### src/hdl/exec_pkg.sv
// Shared types, operation codes, register map and structs; every execute unit file refers here
`default_nettype none

package exec_pkg;

  typedef logic [31:0] word_t;      // Operand and result word
  typedef logic [4:0]  alu_op_t;    // Operation code
  typedef logic [4:0]  reg_addr_t;  // Byte offset in register window

  // Operation codes
  localparam alu_op_t op_and    = 5'd0;
  localparam alu_op_t op_or     = 5'd1;
  localparam alu_op_t op_add    = 5'd2;
  localparam alu_op_t op_xor    = 5'd3;
  localparam alu_op_t op_sub    = 5'd4;
  localparam alu_op_t op_not    = 5'd5;
  localparam alu_op_t op_sll    = 5'd6;
  localparam alu_op_t op_srl    = 5'd7;
  localparam alu_op_t op_sra    = 5'd8;
  localparam alu_op_t op_slt    = 5'd9;
  localparam alu_op_t op_sltu   = 5'd10;
  localparam alu_op_t op_mul    = 5'd11;
  localparam alu_op_t op_mulh   = 5'd12;
  localparam alu_op_t op_mulhsu = 5'd13;
  localparam alu_op_t op_mulhu  = 5'd14;
  localparam alu_op_t op_div    = 5'd15;
  localparam alu_op_t op_divu   = 5'd16;
  localparam alu_op_t op_rem    = 5'd17;
  localparam alu_op_t op_remu   = 5'd18;
  localparam alu_op_t op_subu   = 5'd19;

  // Register window
  localparam reg_addr_t reg_operand_a = 5'h00;
  localparam reg_addr_t reg_operand_b = 5'h04;
  localparam reg_addr_t reg_control   = 5'h08;
  localparam reg_addr_t reg_status    = 5'h0C;
  localparam reg_addr_t reg_result    = 5'h10;

  // Status register bits
  localparam int stat_busy     = 0;
  localparam int stat_done     = 1;
  localparam int stat_zero     = 2;
  localparam int stat_negative = 3;
  localparam int stat_borrow   = 4;

  localparam int div_steps   = 32;  // One quotient bit per step
  localparam int mul_latency = 2;   // Start to valid

  // Request broadcast to every datapath unit
  typedef struct packed {
    alu_op_t op;
    word_t   a;
    word_t   b;
  } exec_req_t;

  // Result returned by a datapath unit
  typedef struct packed {
    word_t result;
    logic  borrow;
  } unit_resp_t;

  typedef logic [1:0] axil_resp_t;
  localparam axil_resp_t resp_okay   = 2'b00;
  localparam axil_resp_t resp_slverr = 2'b10;

endpackage

`default_nettype wire

### src/hdl/alu.sv
// Combinational logic, add, subtract, shift and compare datapath; captured by the controller
`default_nettype none
`timescale 1ns/1ns

module alu (
  input  exec_pkg::exec_req_t  req,
  output exec_pkg::unit_resp_t res
);

  logic [4:0]  shamt;
  logic [32:0] diff_u;

  assign shamt  = req.b[4:0];                        // RV32 uses low five bits
  assign diff_u = {1'b0, req.a} - {1'b0, req.b};     // Bit 32 is the borrow out

  always_comb
  begin
    res = '0;
    case (req.op)
      exec_pkg::op_and:
        res.result = req.a & req.b;
      exec_pkg::op_or:
        res.result = req.a | req.b;
      exec_pkg::op_add:
        res.result = req.a + req.b;
      exec_pkg::op_xor:
        res.result = req.a ^ req.b;
      exec_pkg::op_sub:
        res.result = req.a - req.b;
      exec_pkg::op_not:
        res.result = ~req.a;
      exec_pkg::op_sll:
        res.result = req.a << shamt;
      exec_pkg::op_srl:
        res.result = req.a >> shamt;
      exec_pkg::op_sra:
        res.result = $signed(req.a) >>> shamt;      // Sign fill
      exec_pkg::op_slt:
        res.result = {31'b0, $signed(req.a) < $signed(req.b)};
      exec_pkg::op_sltu:
        res.result = {31'b0, req.a < req.b};
      exec_pkg::op_subu:
      begin
        res.result = diff_u[31:0];
        res.borrow = diff_u[32];                     // Set when a below b unsigned
      end
      default:
        res.result = '0;                             // Mul, div and illegal codes
    endcase
  end

endmodule

`default_nettype wire

### src/hdl/mul_unit.sv
// Two-stage 33x33 signed multiplier covering mul, mulh, mulhsu and mulhu
`default_nettype none
`timescale 1ns/1ns

module mul_unit (
  input  logic                 clk,
  input  logic                 reset,
  input  logic                 mul_start,
  input  exec_pkg::exec_req_t  req,
  output logic                 mul_valid,
  output exec_pkg::unit_resp_t res
);

  logic                   a_signed;
  logic                   b_signed;
  logic signed [32:0]     a_s1;
  logic signed [32:0]     b_s1;
  exec_pkg::alu_op_t      op_s1;
  logic                   valid_s1;
  logic signed [65:0]     prod_s2;
  exec_pkg::alu_op_t      op_s2;
  logic                   valid_s2;

  // Only mulhu treats a as unsigned; mulhsu also keeps b unsigned
  assign a_signed = (req.op != exec_pkg::op_mulhu);
  assign b_signed = (req.op == exec_pkg::op_mul) || (req.op == exec_pkg::op_mulh);

  always_ff @(posedge clk)
  begin
    if (reset)
    begin
      valid_s1 <= 1'b0;
      valid_s2 <= 1'b0;
    end
    else
    begin
      valid_s1 <= mul_start;
      valid_s2 <= valid_s1;
    end
  end

  always_ff @(posedge clk)
  begin
    if (mul_start)
    begin
      a_s1  <= {a_signed & req.a[31], req.a};  // Extend to 33 bits
      b_s1  <= {b_signed & req.b[31], req.b};
      op_s1 <= req.op;
    end
    if (valid_s1)
    begin
      prod_s2 <= a_s1 * b_s1;
      op_s2   <= op_s1;
    end
  end

  assign mul_valid  = valid_s2;
  assign res.result = (op_s2 == exec_pkg::op_mul) ? prod_s2[31:0] : prod_s2[63:32];
  assign res.borrow = 1'b0;

  assert property (@(posedge clk) disable iff (reset)
    mul_start |-> ##(exec_pkg::mul_latency) mul_valid);

endmodule

`default_nettype wire

### src/hdl/div_unit.sv
// Iterative restoring divider for div, divu, rem and remu with RV32M corner cases
`default_nettype none
`timescale 1ns/1ns

module div_unit (
  input  logic                 clk,
  input  logic                 reset,
  input  logic                 div_start,
  input  exec_pkg::exec_req_t  req,
  output logic                 div_valid,
  output exec_pkg::unit_resp_t res
);

  typedef enum logic [1:0] {div_idle, div_iter, div_fix} div_state_t;

  div_state_t       state;
  logic [5:0]       count;       // Quotient bits done
  exec_pkg::word_t  quo;
  exec_pkg::word_t  rem;
  exec_pkg::word_t  divisor;     // Magnitude of b
  exec_pkg::word_t  dividend;    // Original a
  logic             by_zero;
  logic             want_rem;
  logic             neg_q;
  logic             neg_r;
  logic             is_signed;
  exec_pkg::word_t  mag_a;
  exec_pkg::word_t  mag_b;
  logic [63:0]      first_step;
  logic [63:0]      next_step;
  exec_pkg::word_t  fix_q;
  exec_pkg::word_t  fix_r;
  exec_pkg::word_t  res_word;

  // One shift-and-subtract step returning {remainder, quotient}
  function automatic logic [63:0] div_step(input exec_pkg::word_t r,
                                           input exec_pkg::word_t q,
                                           input exec_pkg::word_t d);
    logic [32:0] shifted;
    logic [32:0] trial;
    shifted = {r, q[31]};
    trial   = shifted - {1'b0, d};
    if (trial[32])
      return {shifted[31:0], q[30:0], 1'b0};  // Restore
    else
      return {trial[31:0], q[30:0], 1'b1};
  endfunction

  assign is_signed  = (req.op == exec_pkg::op_div) || (req.op == exec_pkg::op_rem);
  assign mag_a      = (is_signed && req.a[31]) ? -req.a : req.a;
  assign mag_b      = (is_signed && req.b[31]) ? -req.b : req.b;
  assign first_step = div_step('0, mag_a, mag_b);  // First bit folded into the load
  assign next_step  = div_step(rem, quo, divisor);
  assign fix_q      = neg_q ? -quo : quo;
  assign fix_r      = neg_r ? -rem : rem;

  always_ff @(posedge clk)
  begin
    if (reset)
    begin
      state     <= div_idle;
      count     <= '0;
      div_valid <= 1'b0;
    end
    else
    begin
      div_valid <= 1'b0;
      case (state)
        div_idle:
          if (div_start)
          begin
            state <= div_iter;
            count <= 6'd1;
          end
        div_iter:
        begin
          count <= count + 6'd1;
          if (count == 6'(exec_pkg::div_steps - 1))
            state <= div_fix;                  // Last bit lands this edge
        end
        default:
        begin
          state     <= div_idle;
          div_valid <= 1'b1;
        end
      endcase
    end
  end

  always_ff @(posedge clk)
  begin
    if (state == div_idle && div_start)
    begin
      {rem, quo} <= first_step;
      divisor    <= mag_b;
      dividend   <= req.a;
      by_zero    <= (req.b == '0);
      want_rem   <= (req.op == exec_pkg::op_rem) || (req.op == exec_pkg::op_remu);
      neg_q      <= is_signed && (req.a[31] ^ req.b[31]);
      neg_r      <= is_signed && req.a[31];  // Remainder follows dividend
    end
    else if (state == div_iter)
      {rem, quo} <= next_step;
    // Signed overflow falls out since 0x80000000 negates to itself
    if (state == div_fix)
    begin
      if (by_zero)
        res_word <= want_rem ? dividend : '1;
      else
        res_word <= want_rem ? fix_r : fix_q;
    end
  end

  assign res = '{result: res_word, borrow: 1'b0};

  assert property (@(posedge clk) disable iff (reset) div_start |-> state == div_idle);

endmodule

`default_nettype wire

### src/hdl/exec_ctrl.sv
// AXI4-Lite register block and sequencer that dispatches one operation and collects its result
`default_nettype none
`timescale 1ns/1ns

module exec_ctrl (
  input  logic                 clk,
  input  logic                 reset,
  input  logic                 awvalid,
  output logic                 awready,
  input  exec_pkg::reg_addr_t  awaddr,
  input  logic                 wvalid,
  output logic                 wready,
  input  exec_pkg::word_t      wdata,
  input  logic [3:0]           wstrb,      // Partial strobes act as full writes
  output logic                 bvalid,
  input  logic                 bready,
  output exec_pkg::axil_resp_t bresp,
  input  logic                 arvalid,
  output logic                 arready,
  input  exec_pkg::reg_addr_t  araddr,
  output logic                 rvalid,
  input  logic                 rready,
  output exec_pkg::word_t      rdata,
  output exec_pkg::axil_resp_t rresp,
  output exec_pkg::exec_req_t  req,
  output logic                 mul_start,
  output logic                 div_start,
  input  logic                 mul_valid,
  input  logic                 div_valid,
  input  exec_pkg::unit_resp_t alu_res,
  input  exec_pkg::unit_resp_t mul_res,
  input  exec_pkg::unit_resp_t div_res
);

  typedef enum logic [1:0] {idle, run_alu, wait_mul, wait_div} ctrl_state_t;

  ctrl_state_t           state;
  exec_pkg::word_t       opnd_a;
  exec_pkg::word_t       opnd_b;
  exec_pkg::alu_op_t     ctrl_op;
  exec_pkg::word_t       result_q;
  logic                  busy;
  logic                  done;
  logic                  flag_zero;
  logic                  flag_neg;
  logic                  flag_borrow;
  logic                  wr_hs;
  logic                  rd_hs;
  exec_pkg::alu_op_t     wr_op;
  logic                  wr_is_mul;
  logic                  wr_is_div;
  logic                  ctrl_write;
  logic                  capture;
  exec_pkg::unit_resp_t  sel_res;
  exec_pkg::word_t       status_word;
  exec_pkg::word_t       rd_data;
  exec_pkg::axil_resp_t  rd_resp;
  exec_pkg::axil_resp_t  wr_resp;

  assign wr_hs      = awready && wready && awvalid && wvalid;
  assign rd_hs      = arready && arvalid;
  assign wr_op      = wdata[4:0];
  assign wr_is_mul  = (wr_op >= exec_pkg::op_mul) && (wr_op <= exec_pkg::op_mulhu);
  assign wr_is_div  = (wr_op >= exec_pkg::op_div) && (wr_op <= exec_pkg::op_remu);
  assign ctrl_write = wr_hs && (awaddr == exec_pkg::reg_control) && !busy;
  assign req        = '{op: ctrl_op, a: opnd_a, b: opnd_b};

  assign capture = (state == run_alu) || (state == wait_mul && mul_valid) ||
                   (state == wait_div && div_valid);

  always_comb
  begin
    case (state)
      wait_mul: sel_res = mul_res;
      wait_div: sel_res = div_res;
      default:  sel_res = alu_res;   // ALU settles in the start cycle
    endcase
  end

  always_comb
  begin
    status_word = '0;
    status_word[exec_pkg::stat_busy]     = busy;
    status_word[exec_pkg::stat_done]     = done;
    status_word[exec_pkg::stat_zero]     = flag_zero;
    status_word[exec_pkg::stat_negative] = flag_neg;
    status_word[exec_pkg::stat_borrow]   = flag_borrow;
  end

  always_comb
  begin
    wr_resp = exec_pkg::resp_okay;
    case (awaddr)
      exec_pkg::reg_operand_a, exec_pkg::reg_operand_b,
      exec_pkg::reg_status, exec_pkg::reg_result: wr_resp = exec_pkg::resp_okay;
      exec_pkg::reg_control: if (busy) wr_resp = exec_pkg::resp_slverr;  // Write dropped
      default: wr_resp = exec_pkg::resp_slverr;
    endcase
  end

  always_comb
  begin
    rd_data = '0;
    rd_resp = exec_pkg::resp_okay;
    case (araddr)
      exec_pkg::reg_operand_a: rd_data = opnd_a;
      exec_pkg::reg_operand_b: rd_data = opnd_b;
      exec_pkg::reg_control:   rd_data = {27'b0, ctrl_op};
      exec_pkg::reg_status:    rd_data = status_word;
      exec_pkg::reg_result:    rd_data = result_q;
      default:                 rd_resp = exec_pkg::resp_slverr;
    endcase
  end

  // AW and W accepted together on the write channel
  always_ff @(posedge clk)
  begin
    if (reset)
    begin
      awready <= 1'b0;
      wready  <= 1'b0;
      bvalid  <= 1'b0;
    end
    else
    begin
      awready <= !awready && awvalid && wvalid && !bvalid;  // One-cycle pulse
      wready  <= !awready && awvalid && wvalid && !bvalid;
      if (wr_hs)
        bvalid <= 1'b1;
      else if (bready)
        bvalid <= 1'b0;
    end
  end

  // Read channel
  always_ff @(posedge clk)
  begin
    if (reset)
    begin
      arready <= 1'b0;
      rvalid  <= 1'b0;
    end
    else if (rd_hs)
    begin
      arready <= 1'b0;
      rvalid  <= 1'b1;
    end
    else if (rvalid)
    begin
      if (rready)
      begin
        rvalid  <= 1'b0;
        arready <= 1'b1;
      end
    end
    else
      arready <= 1'b1;
  end

  always_ff @(posedge clk)
  begin
    if (wr_hs)
      bresp <= wr_resp;
    if (rd_hs)
    begin
      rdata <= rd_data;
      rresp <= rd_resp;
    end
  end

  always_ff @(posedge clk)
  begin
    if (reset)
    begin
      opnd_a <= '0;
      opnd_b <= '0;
    end
    else if (wr_hs)
    begin
      if (awaddr == exec_pkg::reg_operand_a)
        opnd_a <= wdata;
      if (awaddr == exec_pkg::reg_operand_b)
        opnd_b <= wdata;
    end
  end

  // Sequencer
  always_ff @(posedge clk)
  begin
    if (reset)
    begin
      state       <= idle;
      ctrl_op     <= '0;
      result_q    <= '0;
      busy        <= 1'b0;
      done        <= 1'b0;
      flag_zero   <= 1'b0;
      flag_neg    <= 1'b0;
      flag_borrow <= 1'b0;
      mul_start   <= 1'b0;
      div_start   <= 1'b0;
    end
    else
    begin
      mul_start <= 1'b0;
      div_start <= 1'b0;
      if (ctrl_write)
      begin
        ctrl_op <= wr_op;
        busy    <= 1'b1;
        done    <= 1'b0;
        if (wr_is_mul)
        begin
          state     <= wait_mul;
          mul_start <= 1'b1;
        end
        else if (wr_is_div)
        begin
          state     <= wait_div;
          div_start <= 1'b1;
        end
        else
          state <= run_alu;           // Includes illegal codes
      end
      else if (capture)
      begin
        result_q    <= sel_res.result;
        flag_zero   <= (sel_res.result == '0);
        flag_neg    <= sel_res.result[31];
        flag_borrow <= sel_res.borrow;
        busy        <= 1'b0;
        done        <= 1'b1;
        state       <= idle;
      end
    end
  end

  assert property (@(posedge clk) disable iff (reset) bvalid && !bready |=> bvalid);
  assert property (@(posedge clk) disable iff (reset) !(mul_start && div_start));

endmodule

`default_nettype wire

### src/hdl/exec_unit_top.sv
// Top level of the execute unit; AXI4-Lite slave wired to the ALU, multiplier and divider
`default_nettype none
`timescale 1ns/1ns

module exec_unit_top (
  input  logic                 clk,
  input  logic                 reset,
  input  logic                 awvalid,
  output logic                 awready,
  input  exec_pkg::reg_addr_t  awaddr,
  input  logic                 wvalid,
  output logic                 wready,
  input  exec_pkg::word_t      wdata,
  input  logic [3:0]           wstrb,
  output logic                 bvalid,
  input  logic                 bready,
  output exec_pkg::axil_resp_t bresp,
  input  logic                 arvalid,
  output logic                 arready,
  input  exec_pkg::reg_addr_t  araddr,
  output logic                 rvalid,
  input  logic                 rready,
  output exec_pkg::word_t      rdata,
  output exec_pkg::axil_resp_t rresp
);

  exec_pkg::exec_req_t  req;        // Shared by all three units
  exec_pkg::unit_resp_t alu_res;
  exec_pkg::unit_resp_t mul_res;
  exec_pkg::unit_resp_t div_res;
  logic                 mul_start;
  logic                 div_start;
  logic                 mul_valid;
  logic                 div_valid;

  exec_ctrl u_ctrl (
    .clk       (clk),
    .reset     (reset),
    .awvalid   (awvalid),
    .awready   (awready),
    .awaddr    (awaddr),
    .wvalid    (wvalid),
    .wready    (wready),
    .wdata     (wdata),
    .wstrb     (wstrb),
    .bvalid    (bvalid),
    .bready    (bready),
    .bresp     (bresp),
    .arvalid   (arvalid),
    .arready   (arready),
    .araddr    (araddr),
    .rvalid    (rvalid),
    .rready    (rready),
    .rdata     (rdata),
    .rresp     (rresp),
    .req       (req),
    .mul_start (mul_start),
    .div_start (div_start),
    .mul_valid (mul_valid),
    .div_valid (div_valid),
    .alu_res   (alu_res),
    .mul_res   (mul_res),
    .div_res   (div_res)
  );

  alu u_alu (
    .req (req),
    .res (alu_res)
  );

  mul_unit u_mul (
    .clk       (clk),
    .reset     (reset),
    .mul_start (mul_start),
    .req       (req),
    .mul_valid (mul_valid),
    .res       (mul_res)
  );

  div_unit u_div (
    .clk       (clk),
    .reset     (reset),
    .div_start (div_start),
    .req       (req),
    .div_valid (div_valid),
    .res       (div_res)
  );

endmodule

`default_nettype wire

### config.mk
export PLATFORM = sky130hd
export DESIGN_NAME = exec_unit_top
export DESIGN_NICKNAME = d
export VERILOG_FILES = /design/src/hdl/exec_pkg.sv /design/src/hdl/alu.sv /design/src/hdl/mul_unit.sv /design/src/hdl/div_unit.sv /design/src/hdl/exec_ctrl.sv /design/src/hdl/exec_unit_top.sv
export SDC_FILE = /design/constraint.sdc
export NUM_CORES = 2
export LEC_CHECK = 0
export BUFFER_PORTS_ARGS = -buffer_cell sky130_fd_sc_hd__buf_2
export CORE_MARGIN = 5
export CORE_UTILIZATION = 50
export DETAILED_ROUTE_END_ITERATION = 8
export PLACE_DENSITY = 0.68
export SETUP_SLACK_MARGIN = 0.4
export SYNTH_ARGS = -nofsm -noshare
export SYNTH_HDL_FRONTEND = slang
export SYNTH_SLANG_ARGS = --single-unit
### constraint.sdc
create_clock -name clk -period 16.35 [get_ports clk]
set_input_delay 2.4525 -clock clk [delete_from_list [all_inputs] [get_ports clk]]
set_output_delay 2.4525 -clock clk [all_outputs]
set_load 0.01 [all_outputs]
# Word-level counts from Yosys, hierarchy flattened
# Index checks and enable logic that the tools add are counted.
# W data, S select, Z words.
dict set report op_classes {
  shift 3
  add_sub_neg 10
  n_bitwise 8
  multipliers 1
  n_eq_ne 35
  order_cmp 6
  muxes 42
  n_reduce_logical 46
}
# cell count
set op_table {}
lappend op_table {{$mux W32} 12}
lappend op_table {{$pmux W32 S12} 1}
lappend op_table {{$pmux W32 S5} 1}
lappend op_table {{$mux W64} 2}
lappend op_table {{$neg A32 Y32} 4}
lappend op_table {{$pmux W33 S2} 1}
lappend op_table {{$logic_not A32 Y1} 2}
lappend op_table {{$lt A32 B32 Y1} 2}
lappend op_table {{$mul A33 B33 Y64} 1}
lappend op_table {{$eq A5 B4 Y1 const B} 11}
lappend op_table {{$sub A1 B32 Y33} 1}
lappend op_table {{$sub A32 B32 Y33} 1}
lappend op_table {{$sub A33 B32 Y33} 1}
lappend op_table {{$add A32 B32 Y32} 1}
lappend op_table {{$and A32 B32 Y32} 1}
lappend op_table {{$not A32 Y32} 1}
lappend op_table {{$or A32 B32 Y32} 1}
lappend op_table {{$shl A32 B5 Y32} 1}
lappend op_table {{$shr A32 B5 Y32} 1}
lappend op_table {{$sshr A32 B5 Y32} 1}
lappend op_table {{$sub A32 B32 Y32} 1}
lappend op_table {{$xor A32 B32 Y32} 1}
lappend op_table {{$eq A5 B3 Y1 const B} 6}
lappend op_table {{$eq A5 B5 Y1 const B} 5}
lappend op_table {{31 further kinds} 91}
dict set report word_totals {
  inputBits 53
  reg_bits 465
  out_inout_bits 41
  elab_cells 189
}

# Depth between registers and ports, before layout
dict set report depth {
  word_depth 7
  ltp_mapped 35
  depth_no_buf 33
}

# Hierarchy
# Synthesis repeated with hierarchy kept, for this count alone.
dict set report hier_totals {
  cells_unflattened 7680
  area_unflattened_um2 70630.2
}
# mod cells_per_inst area_each_um2 seq_area_each_um2 n_inst
set by_module_without_submodules {}
lappend by_module_without_submodules {mul_unit 4338 42975.0 4244.1 1}
lappend by_module_without_submodules {div_unit 1197 11781.3 5104.9 1}
lappend by_module_without_submodules {alu 1364 9288.9 0.0 1}
lappend by_module_without_submodules {exec_ctrl 781 6585.1 3283.1 1}

# Worst setup path after synthesis
# No wires, ideal clock.
dict set report synth_timing {
  path_kind {reg-to-reg}
  startpoint {register u_mul.a_s1[19]}
  endpoint {register u_mul.prod_s2[63], data pin}
  setup_time_ns 0.260
  n_path_buf 2
  arrival_ns 8.207
  path_stages_with_launch 36
  required_ns 16.090
  synth_period_minus_slack_ns 8.467
  slack_ns 7.883
  cell_sequence {edfxtp_1 > clkbuf_1 > and2_1 > fa_1 > inv_1 > fa_1 > inv_1 > fa_1 > inv_1 > fa_1 > inv_1 > fa_1 > inv_1 > fa_1 > inv_1 > fa_1 > inv_1 > fa_1 > inv_1 > ha_1 > clkbuf_1 > a21o_1 > a21oi_1 > o21ai_0 > or3_1 > o211a_1 > a21oi_1 > o21ai_0 > o21ai_0 > a21oi_1 > a221oi_1 > o21ai_0 > a21oi_1 > nor2b_1 > o41a_1 > xnor2_1}
}
dict set report synth_via {
  elab_chain_cells 1
}
# item line_no
set synth_lines {}
lappend synth_lines {{from (decl)} mul_unit.sv:16} ;# logic signed [32:0] a_s1;
lappend synth_lines {{from (signal assigned)} mul_unit.sv:46} ;# a_s1 <= {a_signed & req.a[31], req.a};
lappend synth_lines {{$mul A33 B33 Y64} mul_unit.sv:52} ;# prod_s2 <= a_s1 * b_s1;
lappend synth_lines {{to (signal assigned)} mul_unit.sv:52}
lappend synth_lines {{to (decl)} mul_unit.sv:20} ;# logic signed [65:0] prod_s2;
# Every way passes these cells.
# A chain may end at the register's enable or synchronous reset.

# Final worst setup path
dict set report layout_timing {
  startpoint {register u_mul.a_s1[5]}
  endpoint {register u_mul.prod_s2[63], data pin}
}
# The elaborated chain is that of the path after synthesis.

==> impl_metrics.ini <==
[timing]
slew-limit-headroom_pct = 15.9
fin_tns_setup_ns = 0
finalSetupViolCount = 0
max_freq_mhz = 96.5
final.setup_skew_ns = 0.0290
finalMaxSlewViolations = 0
fin_crit_sh_pct = 63.4
min_period_ns = 10.36
fin_ws_ns = 5.99
tightest_slew_ns = 1.26
rsz0062_at_grt = no
report.final.hold_viol_count = 0

[clock_tree]
clock_path_buffers = 3
insertion_delay_ns = 0.65
ctsHtreeMaxLevel = 2
cts.sinks = 462
cts_resized = 0
clk_pin_slew_ns = 0.06
cts_hold_buffers = 0
cts-root-buf = clkbuf_16
cts_buffers = 51
cts_setup_buffers = 0
cts_tree = built

[setup_path]
r2r_setup_slack_ns = 5.99
critical_path.startpoint_type = register
cpMostUsedCell = fa_1
cp.buffers_inverters = 8
crit_path_end_kind = register
cp_slowest_cell = edfxtp_1
reg2reg_to = u_mul.prod_s2[63]
path_max_fanout = 18
crit_required_ns = 16.74
arrival_ns = 10.75
reg2reg_depth = 33
crit_type = register to register
critPathTopFamily = adder cells
critical_path.max_stage_delay_ns = 0.99
r2r-start = u_mul.a_s1[5]

[power_and_ir_drop]
netSwitchingFraction_pct = 23.3
internal_power_w = 0.00201
powerDensity_nw_per_um2 = 35.3
p_seq_share_pct = 47.8
clkPwrFrac_pct = 47.4
power_frac_comb_pct = 4.8
cellLeakagePower_nw = 33.5
power.switching_w = 0.000610
ir_worst_vdd_v = 0.0000886
power_w = 0.00262

[floorplan]
initial_core_util_pct = 50.2
pin_count = 94
row_count = 137
fp.dieArea_um2 = 147000
core_area_um2 = 139000
die_h_um = 384
die_x_um = 384

[logic_synthesis]
ys_seq_area_share_pct = 18.1
yosysMostFrequentCell = inv_1
ys_warn_count = 0
yosysTopAreaCellShare_pct = 32.4
synth.area.top_cells = fa_1, edfxtp_1, inv_1, ha_1, nand2_1
yosysTopAreaCell = fa_1
postSynthAreaPerCell_um2 = 9.14
ys_async_sr_fraction_pct = 0
ys_ff_latch = 462
synth_top_flop_cell = edfxtp_1
synthTopCellsByCount = inv_1, fa_1, nand2_1
syn_area_um2 = 69800
synth_edf_count = 338
syn_inst = 7631
yosysUniqueCellTypes = 83

[grt]
grt_pass1_wl_um = 371000
antenna_found_initial = 14
grt_max_degree = 88
grt_pass1_vias = 58424
grt_overflow_total = 0
track_usage_pct = 33.7

[route]
drcViolationCount = 0
post_drt_wl_per_cell_um = 26.4
dr.pass1.iters = 6
postRouteAntennaNets = 0
finalWirelength_um = 248000
via_count = 56315
vias_per_cell = 5.99
drt_iter0_markers = 5805

[place]
placed_area_um2 = 72200
dp_hpwl_um = 185000
place.gp.congestion = 1.07
place_ws_ns = 6.08
io_buffers = 87

[layout]
finalNetCount = 9007
final_area_um2 = 74000
area_growth_pct = 6.07
drive_above_1_share_pct = 6.37

[worst_hold_path]
worstHoldStart = u_mul.op_s1[2]
min_path_cells = 0
hold_class = register to register
holdPathEnd = u_mul.op_s2[2]

[status]
outcome = finished clean

[job]
drv_cap = 0
sequential cells by signal, summed over array words and instances (netlist names), 2 cells and up:
register,flops
u_mul.op_s1,5
u_mul.prod_s2,64
u_div.count,6
u_mul.a_s1,33
u_ctrl.result_q,31
u_mul.op_s2,5
u_ctrl.rdata,32
u_div.res_word,32
u_ctrl.opnd_b,32
u_ctrl.opnd_a,32
u_div.quo,32
u_div.state,2
u_ctrl.state,2
u_div.rem,32
u_div.dividend,32
u_div.divisor,32
u_ctrl.ctrl_op,5
u_mul.b_s1,33
cell usage in the layout, fill, tap and decap left out, types with 60 or more instances in the layout:
master	n
a21oi_1	341
buf_4	188
ha_1	348
and2_1	540
fa_1	1128
mux2i_1	185
inv_1	1276
nor2_1	308
nand2_1	1000
nand3_1	60
xnor2_1	175
o21ai_0	270
edfxtp_1	338
nor3_1	67
a21o_1	79
xor2_1	64
buf_2	86
dfxtp_1	115
final cells by class:
type	instances	area (um^2)
clock buffers	72	1540
multi-input cells	5408	50500
well taps	1876	2350
diodes	7	17.5
inverters	1281	4810
flip-flops and latches	462	12700
clock inverters	24	250
repair buffers	274	1840
fillers	12705	65000
metal layers:
| layer | track usage, % | routed length, um |
|---|---|---|
| met3 | 6.04 | 24000 |
| met1 | 45.2 | 97600 |
| met4 | 17.2 | 15800 |
| met5 | 0 | 27 |
| met2 | 52.9 | 111000 |
stage by stage:
| stage | hold WS (ns) | std cells | utilization, % |
|---|---|---|---|
| 2_1_floorplan | 0.400 | 7632 | - |
| 3_3_place_gp | 0.404 | 9301 | 51.9 |
| 3_5_place_dp | 0.407 | 9301 | 51.9 |
| 4_1_cts | 0.422 | 9397 | 53.2 |
| 5_1_grt | 0.435 | 9397 | 53.2 |
| 6_report | 0.419 | 9404 | 53.2 |
worst max path at each step:
stage / startpoint / end / depth (start not counted)
6_report: u_mul.a_s1[5] / u_mul.prod_s2[63] / 33
5_1_grt: u_mul.a_s1[15] / u_mul.prod_s2[63] / 32
4_1_cts: u_mul.a_s1[5] / u_mul.prod_s2[63] / 33
3_5_place_dp: u_mul.a_s1[5] / u_mul.prod_s2[63] / 33
3_3_place_gp: u_mul.a_s1[5] / u_mul.prod_s2[63] / 33
2_1_floorplan: u_mul.a_s1[19] / u_mul.prod_s2[63] / 35
power by group through the flow:
stage          combinational, W  clock (W)  sequential [W]
4_1_cts                0.000123    0.00125         0.00125
3_3_place_gp           0.000121          0         0.00128
6_report               0.000125    0.00124         0.00125
2_1_floorplan         0.0000780          0         0.00128
5_1_grt                0.000136    0.00130         0.00125
3_5_place_dp           0.000122          0         0.00128
logic make-up (layout without fill, tap and decap cells):
logic type / after synthesis / after routing / share of synthesized area [%]
compound gates: 1164 / 1164 / 10.6
xor+xnor: 239 / 239 / 3.00
fa+ha+maj: 1476 / 1476 / 38.6
buf+inv: 1762 / 1651 / 9.55
flops: 462 / 462 / 18.1
mux: 250 / 250 / 4.48
other cells: 1 / 9 / 0.00538
simple gates: 2277 / 2277 / 15.7
Power figures use the tool's default switching activity.
